**config.mk**
```make
export PLATFORM = sky130hd
export DESIGN_NAME = i3c_target
export DESIGN_NICKNAME = d
export VERILOG_FILES = /design/src/verilog/i3c_target_pkg.sv /design/src/verilog/i3c_target.sv /design/src/verilog/target_fsm.sv /design/src/verilog/bus_tx_flow.sv /design/src/verilog/bus_rx_flow.sv /design/src/verilog/bus_monitor.sv
export VERILOG_INCLUDE_DIRS = /design/src /design/src/verilog
export SDC_FILE = /design/constraint.sdc
export NUM_CORES = 1
export LEC_CHECK = 0
export ABC_AREA = 1
export BUFFER_PORTS_ARGS = -buffer_cell sky130_fd_sc_hd__buf_4
export CAP_MARGIN = 0
export CORE_ASPECT_RATIO = 1.4
export CORE_MARGIN = 4
export CORE_UTILIZATION = 35
export CTS_CLUSTER_DIAMETER = 200
export DETAILED_ROUTE_END_ITERATION = 8
export PLACE_DENSITY_LB_ADDON = 0.08
export SETUP_SLACK_MARGIN = 0.4
export SLEW_MARGIN = 5
export SYNTH_ARGS = -nofsm -noshare
export SYNTH_HDL_FRONTEND = slang
export SYNTH_HIERARCHICAL = 1
export SYNTH_SLANG_ARGS = --single-unit
```
**constraint.sdc**
```tcl
create_clock -name clk_i -period 4.7 [get_ports clk_i]
set_clock_uncertainty 0.2 [all_clocks]
set_input_delay 0 -clock clk_i [delete_from_list [all_inputs] [get_ports clk_i]]
set_output_delay 0 -clock clk_i [all_outputs]
set_load 0.02 [all_outputs]
```
**src/verilog/i3c_target_params.svh**
```systemverilog
// Byte and address widths follow I3C SDR framing and should not be changed
`ifndef I3C_TARGET_PARAMS_SVH
`define I3C_TARGET_PARAMS_SVH

// Bus byte and target address
`define I3C_BYTE_W 8
`define I3C_ADDR_W 7

// Must hold the value of I3C_BYTE_W
`define I3C_BITCNT_W 4

// Width of the hold counter and of t_hd_dat_i
`define I3C_TIMER_W 8

// Pin synchronizer depth
`define I3C_SYNC_STAGES 2

`endif
```
**src/verilog/i3c_target_pkg.sv**
```systemverilog
// Shared types for the target sized by the macros of the params header
`include "i3c_target_params.svh"

package i3c_target_pkg;

  // Level and one-cycle edge flags of one bus line
  typedef struct packed {
    logic value;
    logic pos_edge;
    logic neg_edge;
  } line_state_t;

  typedef struct packed {
    line_state_t scl;
    line_state_t sda;
    logic        start_det;
    logic        rstart_det;
    logic        stop_det;
  } bus_state_t;

  typedef struct packed {
    logic [`I3C_BYTE_W-1:0] data;
    logic                   last;
  } tx_byte_t;

  typedef struct packed {
    logic [`I3C_ADDR_W-1:0] addr;
    logic                   rnw;
  } addr_hdr_t;

  // Address byte seen raw or split into address and RnW
  typedef union packed {
    logic [`I3C_BYTE_W-1:0] raw;
    addr_hdr_t              hdr;
  } bus_addr_t;

  typedef enum logic [2:0] {
    Idle,
    Addr,
    AddrAck,
    WrData,
    WrTbit,
    RdData,
    RdTbit,
    Wait
  } fsm_state_e;

endpackage

```
**src/verilog/i3c_target.sv**
```systemverilog
// SDR private transfers only and sda_o must be wired-AND with the external SDA line
`timescale 1ns/1ps
`include "i3c_target_params.svh"

module i3c_target (
  input  logic                      clk_i,
  input  logic                      rst_ni,
  input  logic                      scl_i,
  input  logic                      sda_i,
  output logic                      sda_o,
  input  logic [`I3C_ADDR_W-1:0]    dyn_addr_i,
  input  logic                      dyn_addr_valid_i,
  input  logic [`I3C_TIMER_W-1:0]   t_hd_dat_i,
  input  i3c_target_pkg::tx_byte_t  tx_byte_i,
  input  logic                      tx_valid_i,
  output logic                      tx_ready_o,
  output logic [`I3C_BYTE_W-1:0]    rx_byte_o,
  output logic                      rx_valid_o,
  output logic                      parity_err_o,
  output i3c_target_pkg::bus_addr_t bus_addr_o,
  output logic                      bus_addr_valid_o,
  output logic                      xfer_in_progress_o
);

  i3c_target_pkg::bus_state_t bus;
  logic                       rx_req_byte;
  logic                       rx_req_bit;
  logic [`I3C_BYTE_W-1:0]     rx_data;
  logic                       rx_done;
  logic                       tx_req_byte;
  logic                       tx_req_bit;
  logic [`I3C_BYTE_W-1:0]     tx_value;
  logic                       tx_done;

  bus_monitor u_bus_monitor (
    .clk_i,
    .rst_ni,
    .scl_i,
    .sda_i,
    .bus_o (bus)
  );

  bus_rx_flow u_bus_rx_flow (
    .clk_i,
    .rst_ni,
    .bus_i      (bus),
    .req_byte_i (rx_req_byte),
    .req_bit_i  (rx_req_bit),
    .rx_data_o  (rx_data),
    .rx_done_o  (rx_done)
  );

  bus_tx_flow u_bus_tx_flow (
    .clk_i,
    .rst_ni,
    .bus_i       (bus),
    .t_hd_dat_i,
    .req_byte_i  (tx_req_byte),
    .req_bit_i   (tx_req_bit),
    .req_value_i (tx_value),
    .tx_done_o   (tx_done),
    .sda_o
  );

  target_fsm u_target_fsm (
    .clk_i,
    .rst_ni,
    .bus_i         (bus),
    .dyn_addr_i,
    .dyn_addr_valid_i,
    .rx_req_byte_o (rx_req_byte),
    .rx_req_bit_o  (rx_req_bit),
    .rx_data_i     (rx_data),
    .rx_done_i     (rx_done),
    .tx_req_byte_o (tx_req_byte),
    .tx_req_bit_o  (tx_req_bit),
    .tx_value_o    (tx_value),
    .tx_done_i     (tx_done),
    .tx_byte_i,
    .tx_valid_i,
    .tx_ready_o,
    .rx_byte_o,
    .rx_valid_o,
    .parity_err_o,
    .bus_addr_o,
    .bus_addr_valid_o,
    .xfer_in_progress_o
  );

endmodule

```
**src/verilog/target_fsm.sv**
```systemverilog
// Private SDR reads and writes only with no CCC, IBI or HDR support
`timescale 1ns/1ps
`include "i3c_target_params.svh"

module target_fsm (
  input  logic                       clk_i,
  input  logic                       rst_ni,
  input  i3c_target_pkg::bus_state_t bus_i,
  input  logic [`I3C_ADDR_W-1:0]     dyn_addr_i,
  input  logic                       dyn_addr_valid_i,
  output logic                       rx_req_byte_o,
  output logic                       rx_req_bit_o,
  input  logic [`I3C_BYTE_W-1:0]     rx_data_i,
  input  logic                       rx_done_i,
  output logic                       tx_req_byte_o,
  output logic                       tx_req_bit_o,
  output logic [`I3C_BYTE_W-1:0]     tx_value_o,
  input  logic                       tx_done_i,
  input  i3c_target_pkg::tx_byte_t   tx_byte_i,
  input  logic                       tx_valid_i,
  output logic                       tx_ready_o,
  output logic [`I3C_BYTE_W-1:0]     rx_byte_o,
  output logic                       rx_valid_o,
  output logic                       parity_err_o,
  output i3c_target_pkg::bus_addr_t  bus_addr_o,
  output logic                       bus_addr_valid_o,
  output logic                       xfer_in_progress_o
);

  i3c_target_pkg::fsm_state_e state_q;
  i3c_target_pkg::fsm_state_e state_d;
  i3c_target_pkg::bus_addr_t  hdr_rx;
  logic                       hdr_match;
  logic                       hdr_ack;
  logic                       read_next;
  logic                       rx_req_byte_d;
  logic                       rx_req_bit_d;
  logic                       tx_req_byte_d;
  logic                       tx_req_bit_d;
  logic                       tx_ready_d;
  logic [`I3C_BYTE_W-1:0]     tx_value_d;
  logic                       addr_valid_d;
  logic                       check_d;
  logic                       rd_last_q;
  logic [`I3C_BYTE_W-1:0]     wr_byte_q;
  logic                       chk_pend_q;
  logic                       chk_ok_q;

  assign hdr_rx.raw = rx_data_i;

  // Reads are only ACKed with a byte ready to send
  assign hdr_match = dyn_addr_valid_i && (hdr_rx.hdr.addr == dyn_addr_i) &&
                     (!hdr_rx.hdr.rnw || tx_valid_i);

  always_comb begin
    state_d       = state_q;
    rx_req_byte_d = 1'b0;
    rx_req_bit_d  = 1'b0;
    tx_req_byte_d = 1'b0;
    tx_req_bit_d  = 1'b0;
    tx_ready_d    = 1'b0;
    tx_value_d    = tx_value_o;
    addr_valid_d  = 1'b0;
    check_d       = 1'b0;
    hdr_ack       = 1'b0;
    read_next     = 1'b0;
    if (bus_i.stop_det) begin
      state_d = i3c_target_pkg::Idle;
    end else if (bus_i.start_det || bus_i.rstart_det) begin
      state_d       = i3c_target_pkg::Addr;
      rx_req_byte_d = 1'b1;
    end else begin
      unique case (state_q)
        i3c_target_pkg::Idle, i3c_target_pkg::Wait: begin
        end
        i3c_target_pkg::Addr: begin
          if (rx_done_i) begin
            addr_valid_d = 1'b1;
            if (hdr_match) begin
              state_d      = i3c_target_pkg::AddrAck;
              hdr_ack      = 1'b1;
              tx_req_bit_d = 1'b1;
              tx_value_d   = '0;
            end else begin
              state_d = i3c_target_pkg::Wait;
            end
          end
        end
        i3c_target_pkg::AddrAck: begin
          if (tx_done_i) begin
            if (bus_addr_o.hdr.rnw) begin
              read_next = 1'b1;
            end else begin
              state_d       = i3c_target_pkg::WrData;
              rx_req_byte_d = 1'b1;
            end
          end
        end
        i3c_target_pkg::WrData: begin
          if (rx_done_i) begin
            state_d      = i3c_target_pkg::WrTbit;
            rx_req_bit_d = 1'b1;
          end
        end
        i3c_target_pkg::WrTbit: begin
          if (rx_done_i) begin
            state_d       = i3c_target_pkg::WrData;
            rx_req_byte_d = 1'b1;
            check_d       = 1'b1;
          end
        end
        i3c_target_pkg::RdData: begin
          if (tx_done_i) begin
            state_d      = i3c_target_pkg::RdTbit;
            tx_req_bit_d = 1'b1;
            tx_value_d   = {{(`I3C_BYTE_W-1){1'b0}}, ~rd_last_q};
          end
        end
        i3c_target_pkg::RdTbit: begin
          if (tx_done_i) begin
            if (rd_last_q) begin
              state_d = i3c_target_pkg::Wait;
            end else begin
              read_next = 1'b1;
            end
          end
        end
      endcase
      // Empty stream sends 0xFF marked as last
      if (read_next) begin
        state_d       = i3c_target_pkg::RdData;
        tx_req_byte_d = 1'b1;
        tx_ready_d    = tx_valid_i;
        tx_value_d    = tx_valid_i ? tx_byte_i.data : '1;
      end
    end
  end

  always_ff @(posedge clk_i or negedge rst_ni) begin
    if (!rst_ni) begin
      state_q            <= i3c_target_pkg::Idle;
      rx_req_byte_o      <= 1'b0;
      rx_req_bit_o       <= 1'b0;
      tx_req_byte_o      <= 1'b0;
      tx_req_bit_o       <= 1'b0;
      tx_ready_o         <= 1'b0;
      bus_addr_valid_o   <= 1'b0;
      xfer_in_progress_o <= 1'b0;
      rd_last_q          <= 1'b0;
      chk_pend_q         <= 1'b0;
      chk_ok_q           <= 1'b0;
      rx_valid_o         <= 1'b0;
      parity_err_o       <= 1'b0;
    end else begin
      state_q          <= state_d;
      rx_req_byte_o    <= rx_req_byte_d;
      rx_req_bit_o     <= rx_req_bit_d;
      tx_req_byte_o    <= tx_req_byte_d;
      tx_req_bit_o     <= tx_req_bit_d;
      tx_ready_o       <= tx_ready_d;
      bus_addr_valid_o <= addr_valid_d;
      if (read_next) begin
        rd_last_q <= tx_valid_i ? tx_byte_i.last : 1'b1;
      end
      // Odd parity over data and T
      chk_pend_q <= check_d;
      if (check_d) begin
        chk_ok_q <= ^{wr_byte_q, rx_data_i[0]};
      end
      rx_valid_o   <= chk_pend_q & chk_ok_q;
      parity_err_o <= chk_pend_q & ~chk_ok_q;
      if (bus_i.stop_det) begin
        xfer_in_progress_o <= 1'b0;
      end else if (hdr_ack) begin
        xfer_in_progress_o <= 1'b1;
      end
    end
  end

  always_ff @(posedge clk_i) begin
    tx_value_o <= tx_value_d;
    if (addr_valid_d) begin
      bus_addr_o <= hdr_rx;
    end
    if (state_q == i3c_target_pkg::WrData && rx_done_i) begin
      wr_byte_q <= rx_data_i;
    end
    if (chk_pend_q && chk_ok_q) begin
      rx_byte_o <= wr_byte_q;
    end
  end

endmodule

```
**src/verilog/bus_tx_flow.sv**
```systemverilog
// Open-drain only so a driven 1 releases SDA and relies on the external pull-up
`timescale 1ns/1ps
`include "i3c_target_params.svh"

module bus_tx_flow (
  input  logic                       clk_i,
  input  logic                       rst_ni,
  input  i3c_target_pkg::bus_state_t bus_i,
  input  logic [`I3C_TIMER_W-1:0]    t_hd_dat_i,
  input  logic                       req_byte_i,
  input  logic                       req_bit_i,
  input  logic [`I3C_BYTE_W-1:0]     req_value_i,
  output logic                       tx_done_o,
  output logic                       sda_o
);

  logic [`I3C_BYTE_W-1:0]   shift_q;
  logic [`I3C_BYTE_W-1:0]   shift_cur;
  logic [`I3C_BITCNT_W-1:0] cnt_q;
  logic [`I3C_BITCNT_W-1:0] cnt_cur;
  logic                     active_q;
  logic                     active_cur;
  logic [`I3C_TIMER_W-1:0]  hold_q;
  logic                     hold_pend_q;
  logic                     hold_expired;
  logic                     drive;
  logic                     abort;

  assign abort        = bus_i.start_det | bus_i.rstart_det | bus_i.stop_det;
  assign hold_expired = hold_pend_q && (hold_q <= `I3C_TIMER_W'(1));

  // A request arriving while the hold timer runs is driven at its expiry
  always_comb begin
    shift_cur  = shift_q;
    cnt_cur    = cnt_q;
    active_cur = active_q;
    if (req_byte_i) begin
      shift_cur  = req_value_i;
      cnt_cur    = `I3C_BITCNT_W'(`I3C_BYTE_W);
      active_cur = 1'b1;
    end else if (req_bit_i) begin
      shift_cur  = {req_value_i[0], {(`I3C_BYTE_W-1){1'b0}}};
      cnt_cur    = `I3C_BITCNT_W'(1);
      active_cur = 1'b1;
    end
  end

  // All bits out and the last one held through its high phase
  assign tx_done_o = active_q && bus_i.scl.neg_edge && (cnt_q == '0);
  assign drive     = hold_expired && active_cur && (cnt_cur != '0) && !tx_done_o;

  always_ff @(posedge clk_i or negedge rst_ni) begin
    if (!rst_ni) begin
      active_q    <= 1'b0;
      cnt_q       <= '0;
      hold_q      <= '0;
      hold_pend_q <= 1'b0;
      sda_o       <= 1'b1;
    end else if (abort) begin
      active_q    <= 1'b0;
      hold_pend_q <= 1'b0;
      sda_o       <= 1'b1;
    end else begin
      active_q <= active_cur;
      cnt_q    <= cnt_cur;
      if (bus_i.scl.neg_edge) begin
        hold_q      <= t_hd_dat_i;
        hold_pend_q <= 1'b1;
      end else if (hold_expired) begin
        hold_pend_q <= 1'b0;
      end else if (hold_q != '0) begin
        hold_q <= hold_q - `I3C_TIMER_W'(1);
      end
      if (tx_done_o) begin
        active_q <= 1'b0;
        sda_o    <= 1'b1;
      end else if (drive) begin
        sda_o <= shift_cur[`I3C_BYTE_W-1];
        cnt_q <= cnt_cur - `I3C_BITCNT_W'(1);
      end
    end
  end

  always_ff @(posedge clk_i) begin
    shift_q <= drive ? {shift_cur[`I3C_BYTE_W-2:0], 1'b0} : shift_cur;
  end

endmodule

```
**src/verilog/bus_rx_flow.sv**
```systemverilog
// Samples SDA only on SCL rising edges and does no glitch filtering
`timescale 1ns/1ps
`include "i3c_target_params.svh"

module bus_rx_flow (
  input  logic                       clk_i,
  input  logic                       rst_ni,
  input  i3c_target_pkg::bus_state_t bus_i,
  input  logic                       req_byte_i,
  input  logic                       req_bit_i,
  output logic [`I3C_BYTE_W-1:0]     rx_data_o,
  output logic                       rx_done_o
);

  logic [`I3C_BITCNT_W-1:0] cnt_q;
  logic [`I3C_BYTE_W-1:0]   shift_q;
  logic                     active_q;
  logic                     sample;
  logic                     abort;

  assign abort  = bus_i.start_det | bus_i.rstart_det | bus_i.stop_det;
  assign sample = active_q & bus_i.scl.pos_edge;

  always_ff @(posedge clk_i or negedge rst_ni) begin
    if (!rst_ni) begin
      active_q  <= 1'b0;
      cnt_q     <= '0;
      rx_done_o <= 1'b0;
    end else begin
      rx_done_o <= 1'b0;
      if (abort) begin
        active_q <= 1'b0;
      end else if (req_byte_i || req_bit_i) begin
        active_q <= 1'b1;
        cnt_q    <= req_byte_i ? `I3C_BITCNT_W'(`I3C_BYTE_W) : `I3C_BITCNT_W'(1);
      end else if (sample) begin
        cnt_q <= cnt_q - `I3C_BITCNT_W'(1);
        if (cnt_q == `I3C_BITCNT_W'(1)) begin
          active_q  <= 1'b0;
          rx_done_o <= 1'b1;
        end
      end
    end
  end

  // Cleared on request so a single bit lands in bit 0
  always_ff @(posedge clk_i) begin
    if (req_byte_i || req_bit_i) begin
      shift_q <= '0;
    end else if (sample) begin
      shift_q <= {shift_q[`I3C_BYTE_W-2:0], bus_i.sda.value};
    end
  end

  assign rx_data_o = shift_q;

endmodule

```
**src/verilog/bus_monitor.sv**
```systemverilog
// Assumes clk_i runs at least four times faster than SCL so that no pin edge is missed
`timescale 1ns/1ps
`include "i3c_target_params.svh"

module bus_monitor (
  input  logic                       clk_i,
  input  logic                       rst_ni,
  input  logic                       scl_i,
  input  logic                       sda_i,
  output i3c_target_pkg::bus_state_t bus_o
);

  // Bit 1 is SCL and bit 0 is SDA, stage 0 is the newest sample
  logic [`I3C_SYNC_STAGES-1:0][1:0] sync_q;
  logic                             scl_s;
  logic                             sda_s;
  logic                             scl_high;
  logic                             sda_fall;
  logic                             sda_rise;
  logic                             busy_q;

  function automatic i3c_target_pkg::line_state_t line_update(input logic prev,
                                                              input logic cur);
    i3c_target_pkg::line_state_t ls;
    ls.value    = cur;
    ls.pos_edge = cur & ~prev;
    ls.neg_edge = ~cur & prev;
    return ls;
  endfunction

  assign scl_s = sync_q[`I3C_SYNC_STAGES-1][1];
  assign sda_s = sync_q[`I3C_SYNC_STAGES-1][0];

  // SCL high on both the current and the previous sample
  assign scl_high = scl_s & bus_o.scl.value;
  assign sda_fall = ~sda_s & bus_o.sda.value;
  assign sda_rise = sda_s & ~bus_o.sda.value;

  always_ff @(posedge clk_i or negedge rst_ni) begin
    if (!rst_ni) begin
      sync_q <= '1;
    end else begin
      sync_q <= {sync_q[`I3C_SYNC_STAGES-2:0], {scl_i, sda_i}};
    end
  end

  always_ff @(posedge clk_i or negedge rst_ni) begin
    if (!rst_ni) begin
      bus_o           <= '0;
      bus_o.scl.value <= 1'b1;
      bus_o.sda.value <= 1'b1;
      busy_q          <= 1'b0;
    end else begin
      bus_o.scl        <= line_update(bus_o.scl.value, scl_s);
      bus_o.sda        <= line_update(bus_o.sda.value, sda_s);
      bus_o.start_det  <= scl_high & sda_fall & ~busy_q;
      bus_o.rstart_det <= scl_high & sda_fall & busy_q;
      bus_o.stop_det   <= scl_high & sda_rise;
      if (scl_high && sda_fall) begin
        busy_q <= 1'b1;
      end else if (scl_high && sda_rise) begin
        busy_q <= 1'b0;
      end
    end
  end

endmodule

```
======== After elaboration in Yosys (flattened, before gate mapping) ========
Index checks and enable logic that the tools add are counted.
cells by class
  add/subtract/negate cells ............... 3
  $mul .................................... 0
  divide/modulo/power cells ............... 0
  magnitude comparators ................... 1
  equal/unequal tests ..................... 20
  shifts and indexed selects .............. 0
  muxes and demuxes ....................... 94
  bitwise logic cells ..................... 24
  reduce and logical (&&, ||, !) cells .... 36
operators with widths
  operator                                                               number
  8-bit 2-to-1 mux                                                       11
  1-bit 2-to-1 mux                                                       59
  3-bit 2-to-1 mux                                                       12
  4-bit 2-to-1 mux                                                       7
  5-bit by 3-bit != test with 1-bit output, second input constant        5
  3-bit one-hot mux with 6 select lines                                  1
  8-bit one-hot mux with 2 select lines                                  1
  3-bit nonzero test                                                     5
  1-bit bitwise AND                                                      12
  1-bit logical AND                                                      12
  1-bit NOT                                                              10
  3-bit == test, second input constant                                   3
  9-bit AND reduction                                                    1
  9-bit nonzero test                                                     1
  9-bit XOR reduction                                                    1
  8-bit by 1-bit <= comparator with 1-bit output, second input constant  1
  2-bit nonzero test                                                     4
  8-bit nonzero test                                                     1
  4-bit by 1-bit subtractor with 4-bit output, second input constant     2
  8-bit by 1-bit subtractor with 8-bit output, second input constant     1
  7-bit == test                                                          1
  3-bit by 2-bit == test with 1-bit output, second input constant        2
  3-bit by 2-bit != test with 1-bit output, second input constant        2
  1-bit one-hot mux with 2 select lines                                  3
  other kinds (15)                                                       20
word-level totals
  register bits ........................... 96
  latch bits .............................. 0
  memory bits (writable) .................. 0
  ROM bits ................................ 0
  input port bits ......................... 30
  output and inout port bits .............. 22
  word-level logic and storage cells ...... 216
  memories kept ........................... 0

======== Depth between registers and ports, before layout ========
Gate-level depths: netlist (run 1).
  depth in word-level cells ............... 10
  depth in mapped cells ................... 12
  depth with buffers taken out ............ 12

======== Modules after synthesis ========
Netlist (run 1), hierarchy kept.
by module, submodules not included
  module       times used  cells each  area an instance (um^2)  seq. area each (um^2)
  target_fsm   1           231         2240.9                   1336.3
  bus_tx_flow  1           197         1458.9                   536.8
  bus_rx_flow  1           70          610.6                    310.3
  bus_monitor  1           32          425.4                    357.8

======== Least setup slack after synthesis (run 1) ========
OpenSTA, ideal clock, no wires.
  kind .................................... register -> register
  start ................................... reg u_bus_tx_flow.cnt_q[2]
  end ..................................... reg u_target_fsm.tx_value_o[0], enable pin
  library setup time ...................... 0.375 ns
  data arrival time ....................... 1.477 ns
  data required time ...................... 4.125 ns
  setup slack ............................. 2.648 ns
  stages on the path, launching flop included .. 8
  path buffers ............................ 0
  clock period less this slack ............ 2.052 ns
  cells stage by stage .................... dfrtp_1 -> nor2_1 -> nand3_1 -> inv_1 -> nand3_4 -> nor2_4 -> nor2_1 -> a21oi_1
between the ends
  longest elaborated chain between the ends .. 8
  elaborated cells on any way between the ends .. 12
  those cells by class .................... eq/ne (3); mux (5); reduce/logical (4)
RTL lines
  item                                                                              line                                 RTL
  start, declared                                                                   bus_tx_flow.sv:19                    logic [`I3C_BITCNT_W-1:0] cnt_q;
  start signal, assigned                                                            bus_tx_flow.sv:65                    cnt_q <= cnt_cur;
  start signal, assigned                                                            bus_tx_flow.sv:79                    cnt_q <= cnt_cur - `I3C_BITCNT_W'(1);
  4-bit logical NOT (*)                                                             bus_tx_flow.sv:49                    assign tx_done_o = active_q && bus_i.scl.neg_edge && (cnt_q == '0);
  1-bit logical AND (*)                                                             bus_tx_flow.sv:49
  net tx_done                                                                       i3c_target.sv:33                     logic tx_done;
  1-bit 2-to-1 mux (on tied branches)                                               target_fsm.sv:120, target_fsm.sv:90
  1-bit one-hot mux with 2 select lines                                             target_fsm.sv:73                     unique case (state_q)
  1-bit 2-to-1 mux                                                                  target_fsm.sv:69                     end else if (bus_i.start_det || bus_i.rstart_det) begin
  1-bit 2-to-1 mux                                                                  target_fsm.sv:67                     if (bus_i.stop_det) begin
  3-bit by 1-bit != test with 1-bit output (no line), or another cell as far along  -
  6-bit AND reduction (no line) (*)                                                 -
  end signal, assigned                                                              target_fsm.sv:181                    tx_value_o <= tx_value_d;
  end, declared                                                                     target_fsm.sv:17                     output logic [`I3C_BYTE_W-1:0] tx_value_o,
Mark *: on every way through the listed nets, which the timed path passes. The rest lies on a longest branch. The select of a mux whose other input is x is not followed.
A chain may end at the register's enable or synchronous reset.

======== Final worst setup path (run 1) ========
  start ................................... reg u_bus_monitor/bus_o[6] in the netlist's numbering
  end ..................................... reg u_target_fsm.tx_value_o[6], enable pin
between the ends
  longest elaborated chain between the ends .. 8
  elaborated cells on any way between the ends .. 12
  those cells by class .................... eq/ne (3); mux (5); reduce/logical (4)
RTL lines
  item                                                                              line                                 RTL
  start, declared                                                                   bus_monitor.sv:10                    output i3c_target_pkg::bus_state_t bus_o
  1-bit logical AND (*) (2 in a row)                                                bus_tx_flow.sv:49
  net tx_done                                                                       i3c_target.sv:33
  1-bit 2-to-1 mux (on tied branches)                                               target_fsm.sv:120, target_fsm.sv:90
  1-bit one-hot mux with 2 select lines                                             target_fsm.sv:73
  1-bit 2-to-1 mux                                                                  target_fsm.sv:69
  1-bit 2-to-1 mux                                                                  target_fsm.sv:67
  3-bit by 1-bit != test with 1-bit output (no line), or another cell as far along  -
  6-bit AND reduction (no line) (*)                                                 -
Marked as above.

==> results of run 1 <==
power groups by stage:
stage / combinational [mW] / sequential [mW] / clock (mW)
final: 0.804 / 1.25 / 0.727
after floorplan: 0.692 / 1.19 / 0
after global placement: 0.779 / 1.27 / 0
after global routing: 0.931 / 1.28 / 0.789
after CTS: 0.813 / 1.25 / 0.758
after detailed placement: 0.794 / 1.27 / 0
sequential cells by signal (all words and copies together) (netlist names), 2 cells and up:
| signal | flops |
|---|---|
| u_bus_monitor/bus_o | 7 |
| u_bus_monitor/sync_q | 2 |
| u_bus_rx_flow/cnt_q | 4 |
| u_bus_rx_flow/rx_data_o | 8 |
| u_bus_tx_flow/cnt_q | 4 |
| u_bus_tx_flow/hold_q | 8 |
| u_bus_tx_flow/shift_q | 8 |
| u_target_fsm/bus_addr_o | 8 |
| u_target_fsm/rx_byte_o | 8 |
| u_target_fsm/state_q | 3 |
| u_target_fsm/tx_value_o | 8 |
| u_target_fsm/wr_byte_q | 8 |
cell type report:
class | instances | area, um^2 | area share
clock buffer | 12 | 240 | 0.0418
multi-input combinational | 341 | 1800 | 0.313
inverter | 83 | 319 | 0.0556
timing repair buffer | 74 | 613 | 0.107
sequential | 96 | 2490 | 0.434
tap | 178 | 223 | 0.0388
clock inverter | 4 | 55.1 | 0.00959
worst max path at each step:
stage / from / depth (start not counted) / slack [ps] / end
finish: u_bus_monitor/bus_o[6] / 8 / 2160 / u_target_fsm/tx_value_o[6]
global route: u_bus_monitor/bus_o[6] / 8 / 1840 / u_target_fsm/tx_value_o[1]
CTS: u_bus_monitor/bus_o[6] / 8 / 2090 / u_target_fsm/tx_value_o[6]
global placement: u_bus_monitor/bus_o[6] / 8 / 2230 / u_target_fsm/tx_value_o[3]
floorplan: u_bus_tx_flow/cnt_q[2] / 7 / 2650 / u_target_fsm/tx_value_o[0]
detailed placement: u_bus_monitor/bus_o[6] / 8 / 2120 / u_target_fsm/tx_value_o[5]
routing by layer:
layer / track usage / part of all wire / up-vias
met5: 0 / 0 / -
met2: 0.241 / 0.52 / 49
met3: 0.0400 / 0.040 / 10
li1: - / - / 1839
met1: 0.149 / 0.42 / 1643
met4: 0.0434 / 0.013 / 0
layout by cell type (no fill, tap or decap), types with 6 or more instances in the layout:
cell type,instances
dfxtp_1,16
o21ai_0,19
buf_4,51
nand2_4,7
nand3_1,33
dfrtp_1,41
dlygate4sd3_1,23
o21ai_2,7
o22ai_1,7
nor2_1,52
nor3_1,7
nand2_2,8
dfstp_2,7
edfxtp_1,32
a22oi_1,7
o21ai_1,6
nand2_1,138
inv_1,76
clkbuf_16,9
through the flow:
stage,cell area (um^2),worst slack [ps]
floorplan,4690,2650
global placement,5220,2230
detailed placement,5220,2120
CTS,5740,2090
global route,5740,1840
finish,5740,2160
worst max-delay path: cells and delay by family, from the launching register on:
| family | cells | cell delay, ps |
|---|---|---|
| simple gates | 5 | 510 |
| compound gates | 1 | 630 |
| flops | 1 | 580 |
| buf+inv | 2 | 240 |
repair_timing:
action | CTS | global route
endpoints found under the hold margin | 69 | 0
hold buffers | 23 | 0
gates resized for setup | 0 | 0
==> flow_metrics.py, run 1 <==
metrics = {
    "run_status": {
        "status": "finished clean",
    },
    "sta": {
        "period_share": 0.541,
        "slew_headroom": 0.484,
        "worstMarginPinSlew_ps": 774,
        "post-route-min-period_ps": 2540,
        "fin_setup_tns_ps": 0,
        "slew_violations": 0,
        "max_freq_ghz": 0.393,
        "setup_viol": 0,
        "finalHoldViolCount": 0,
        "whs_ps": 19.8,
        "rsz0062_at_grt": "false",
    },
    "layout": {
        "fill_cells": 1311,
        "area_growth_pct": 22.5,
        "antenna_cells": 0,
        "layoutNonFillerInstCount": 788,
        "post-route-util": 0.442,
        "layout-drive-gt1-share": 0.207,
        "finish.net_count": 640,
    },
    "pwr": {
        "power_frac_comb": 0.289,
        "pwr_density_cell_mw_per_mm2": 484,
        "intPower_mw": 1.81,
        "sw_frac_of_total": 0.348,
        "p_clk_frac": 0.262,
        "power.switching_uw": 968,
        "peakVddDrop_mv": 0.218,
        "power_leakage_nw": 2.74,
        "p_total_mw": 2.78,
        "seq_power_share": 0.449,
    },
    "setup_path": {
        "startpoint_type": "flop",
        "worst_setup_path_end_kind": "flop",
        "r2r-start": "u_bus_monitor/bus_o[6]",
        "cp_slowest_cell": "a21oi_1",
        "rrSetupSlack_ps": 2160,
        "r2r_cells": 8,
        "timing.rr.end": "u_target_fsm/tx_value_o[6]",
        "crit_fanout": 12,
        "required_ps": 4470,
        "crit_path_max_incr_delay_ps": 630,
        "crit_chain": "nand2_1 > inv_1 > nand3_1 > inv_1 > nand3_4 > nor2_4 > nor2_1 > a21oi_1",
        "criticalPathCategory": "reg2reg",
        "arrival_ps": 2310,
        "cp_common_cell": "inv_1",
    },
    "route": {
        "drtAntennaViolNets": 0,
        "finalWirelength_um": 9780,
        "wl_per_cell_um": 12.4,
        "drc": 0,
        "drt_first_pass_iters": 6,
        "drtIter0Drc": 116,
        "via_per_inst": 4.49,
        "num_vias": 3541,
    },
    "placed_design": {
        "placed_cells": 749,
        "post-dp-hpwl_um": 7220,
        "port_buffers": 51,
        "place_congestion": 0.811,
    },
    "clock_tree": {
        "clk_latency_ps": 340,
        "root_buffer": "clkbuf_16",
        "clockBufferDepth": 2,
        "cts_buffers": 9,
        "clock_sinks": 96,
        "cts_setup_buffers": 0,
        "cts_tree": "yes",
        "cts_htree_levels": 3,
        "path_clk_slew_ps": 70,
    },
    "floorplan": {
        "core_area_mm2": 0.0130,
        "die_h_um": 145,
        "rows": 49,
        "initial_core_util": 0.361,
        "die_w_um": 106,
        "ios": 52,
        "die-area_mm2": 0.0153,
    },
    "global_route": {
        "grt_pass1_vias": 3494,
        "antenna_found_initial": 0,
        "grt_util_all_layers": 0.134,
        "grt_start_max_net_pins": 49,
        "grt.overflow.total": 0,
        "grt_first_pass_wirelength_um": 16400,
    },
    "logic_synthesis": {
        "netlist_area_mm2": 0.00469,
        "syn_area_per_cell_um2": 8.87,
        "synth_fp_nets": 563,
        "yosysWarnings": 6,
        "syn-instance-count": 528,
    },
    "job": {
        "maxCapViolations": 0,
    },
    "hold_path": {
        "hold_class": "in2async",
    },
}
(Power assumes the default switching activity.)
==> run 2, diff against run 1 <==
==> constraint.sdc (replaced) <==
create_clock -name clk_i -period 2.1 [get_ports clk_i]
set_clock_uncertainty 0.2 [all_clocks]
set_input_delay 0 -clock clk_i [delete_from_list [all_inputs] [get_ports clk_i]]
set_output_delay 0 -clock clk_i [all_outputs]
set_load 0.02 [all_outputs]
==> run 2 against run 1 <==
  * Worst hold slack worse by 2.7 ps
  * Global-route usage is 1.1 points higher
  * Via count is 5.8% higher
  * Core utilization is 3.0 points higher
  * Cell count is 3.9% higher
  * Critical endpoint is now u_bus_tx_flow/shift_q[7]
  * Largest cell class unchanged
  * Critical path type unchanged
  * Combinational power grew to 2.8 times the previous value
  * Die area stayed put
  * Flip-flop and latch count stayed put
  * Worst setup slack worse by 1900 ps
  * Total power is 140% higher
  * Fmax is 39% higher
==> flow_metrics.py, run 2 (same netlist as run 1, synthesis figures left out) <==
metrics = {
    "layout": {
        "layoutNonFillerInstCount": 819,
        "fill_cells": 1285,
        "antenna_cells": 0,
        "finish.net_count": 671,
        "final_common_cell": "nand2_1",
        "area_growth_pct": 30.7,
        "layout-drive-gt1-share": 0.306,
        "design_area_mm2": 0.00613,
        "final_cell_mix": "nand2_1 (130), buf_4 (75), inv_1 (71)",
    },
    "setup_path": {
        "startpoint_type": "flop",
        "worst_setup_path_end_kind": "flop",
        "r2r-start": "u_bus_tx_flow/hold_q[0]",
        "criticalPathCategory": "reg2reg",
        "rrSetupSlack_ps": 260,
        "r2r_cells": 9,
        "required_ps": 2170,
        "timing.rr.end": "u_bus_tx_flow/shift_q[7]",
        "crit_fanout": 7,
        "arrival_ps": 1910,
    },
    "pwr": {
        "pwr_density_cell_mw_per_mm2": 1080,
        "peakVddDrop_mv": 0.464,
        "power_leakage_nw": 2.90,
    },
    "clock_tree": {
        "cts_buffers": 9,
        "root_buffer": "clkbuf_16",
        "clockBufferDepth": 2,
        "cts_htree_levels": 3,
        "cts_tree": "yes",
        "path_clk_slew_ps": 70,
        "clock_sinks": 96,
        "clk_latency_ps": 340,
    },
    "placed_design": {
        "dp_slack_ps": 204,
        "post-dp-hpwl_um": 7420,
        "placed_cells": 759,
        "place_congestion": 0.806,
        "placed_area_mm2": 0.00534,
        "port_buffers": 51,
    },
    "global_route": {
        "grt_util_all_layers": 0.145,
        "grt_pass1_vias": 3770,
        "antenna_found_initial": 0,
        "grt_start_max_net_pins": 49,
        "grt_first_pass_wirelength_um": 17900,
        "grt.overflow.total": 0,
    },
    "sta": {
        "rsz0062_at_grt": "true",
        "fin_setup_tns_ps": 0,
        "worstMarginPinSlew_ps": 654,
        "period_share": 0.874,
        "fin_ws_ps": 265,
        "slew_headroom": 0.564,
        "post-route-min-period_ps": 1840,
        "setup_viol": 0,
        "max_freq_ghz": 0.545,
        "finalHoldViolCount": 0,
        "slew_violations": 0,
    },
    "floorplan": {
        "die_w_um": 106,
        "die-area_mm2": 0.0153,
        "die_h_um": 145,
        "initial_core_util": 0.361,
        "core_area_mm2": 0.0130,
        "rows": 49,
        "ios": 52,
    },
    "run_status": {
        "status": "finished clean",
    },
    "job": {
        "maxCapViolations": 0,
    },
    "route": {
        "finalWirelength_um": 10700,
        "wl_per_cell_um": 13.1,
        "drtIter0Drc": 177,
        "via_per_inst": 4.58,
        "drc": 0,
        "drt_first_pass_iters": 6,
        "num_vias": 3748,
        "drtAntennaViolNets": 0,
    },
    "hold_path": {
        "hold_class": "in2async",
    },
}
run 2: timing repair:
| action | CTS | global route |
|---|---|---|
| gates resized for setup | 19 | 22 |
| gates cloned | 2 | 0 |
| endpoints found under the hold margin | 69 | 0 |
| buffers inserted | 9 | 9 |
| pin swaps | 10 | 14 |
| hold buffers | 24 | 0 |
| endpoints found under the setup margin | 39 | 43 |
run 2: worst max path at each step:
stage / from / endpoint / slack [ps] / cells after the start
after detailed placement: u_target_fsm/tx_req_byte_o / u_bus_tx_flow/shift_q[2] / 200 / 9
after global routing: u_bus_tx_flow/hold_q[0] / u_bus_tx_flow/shift_q[7] / 170 / 9
after global placement: u_target_fsm/tx_req_byte_o / u_bus_tx_flow/shift_q[7] / 270 / 9
final: u_bus_tx_flow/hold_q[0] / u_bus_tx_flow/shift_q[7] / 260 / 9
after CTS: u_bus_tx_flow/hold_q[1] / u_bus_tx_flow/shift_q[7] / 290 / 9
after floorplan: u_bus_tx_flow/cnt_q[1] / u_target_fsm/tx_value_o[0] / 300 / 7
run 2: critical path, cell delays in order (launching register included):
cell and delay, ps:
dfrtp_1 430, inv_2 100, ha_4 150, nor2_4 30
nor2_2 100, nand2_2 100, nor2_4 220, nand2_4 120
or2_0 240, o21ai_1 60
run 2: per-stage QoR:
step / hold slack (ps) / utilization / power (mW)
after floorplan: -496 / - / 4.27
after global placement: -118 / 0.411 / 4.72
after detailed placement: -112 / 0.411 / 4.75
after CTS: 6.90 / 0.461 / 6.52
after global routing: 30.8 / 0.471 / 7.12
final: 17.1 / 0.471 / 6.61
run 2: power by group:
| part | switching, mW | internal [mW] |
|---|---|---|
| clock | 0.693 | 0.827 |
| combinational | 1.29 | 1.00 |
| sequential | 0.395 | 2.40 |
| total | 2.38 | 4.23 |
run 2: cell type report:
cell class	instances	area [um^2]	area share
clock inverter	6	35.0	0.00572
clock buffer	10	239	0.0390
sequential	96	2500	0.409
inverter	83	324	0.0529
tap	178	223	0.0364
timing repair buffer	103	848	0.138
multi-input combinational	343	1950	0.319
run 2: metal layers:
| layer | up-vias | global-route usage | wire (um) |
|---|---|---|---|
| li1 | 1903 | - | - |
| met1 | 1775 | 0.166 | 4490 |
| met2 | 55 | 0.261 | 5720 |
| met3 | 15 | 0.0356 | 323 |
| met4 | 0 | 0.0518 | 191 |
| met5 | - | 0 | 0 |
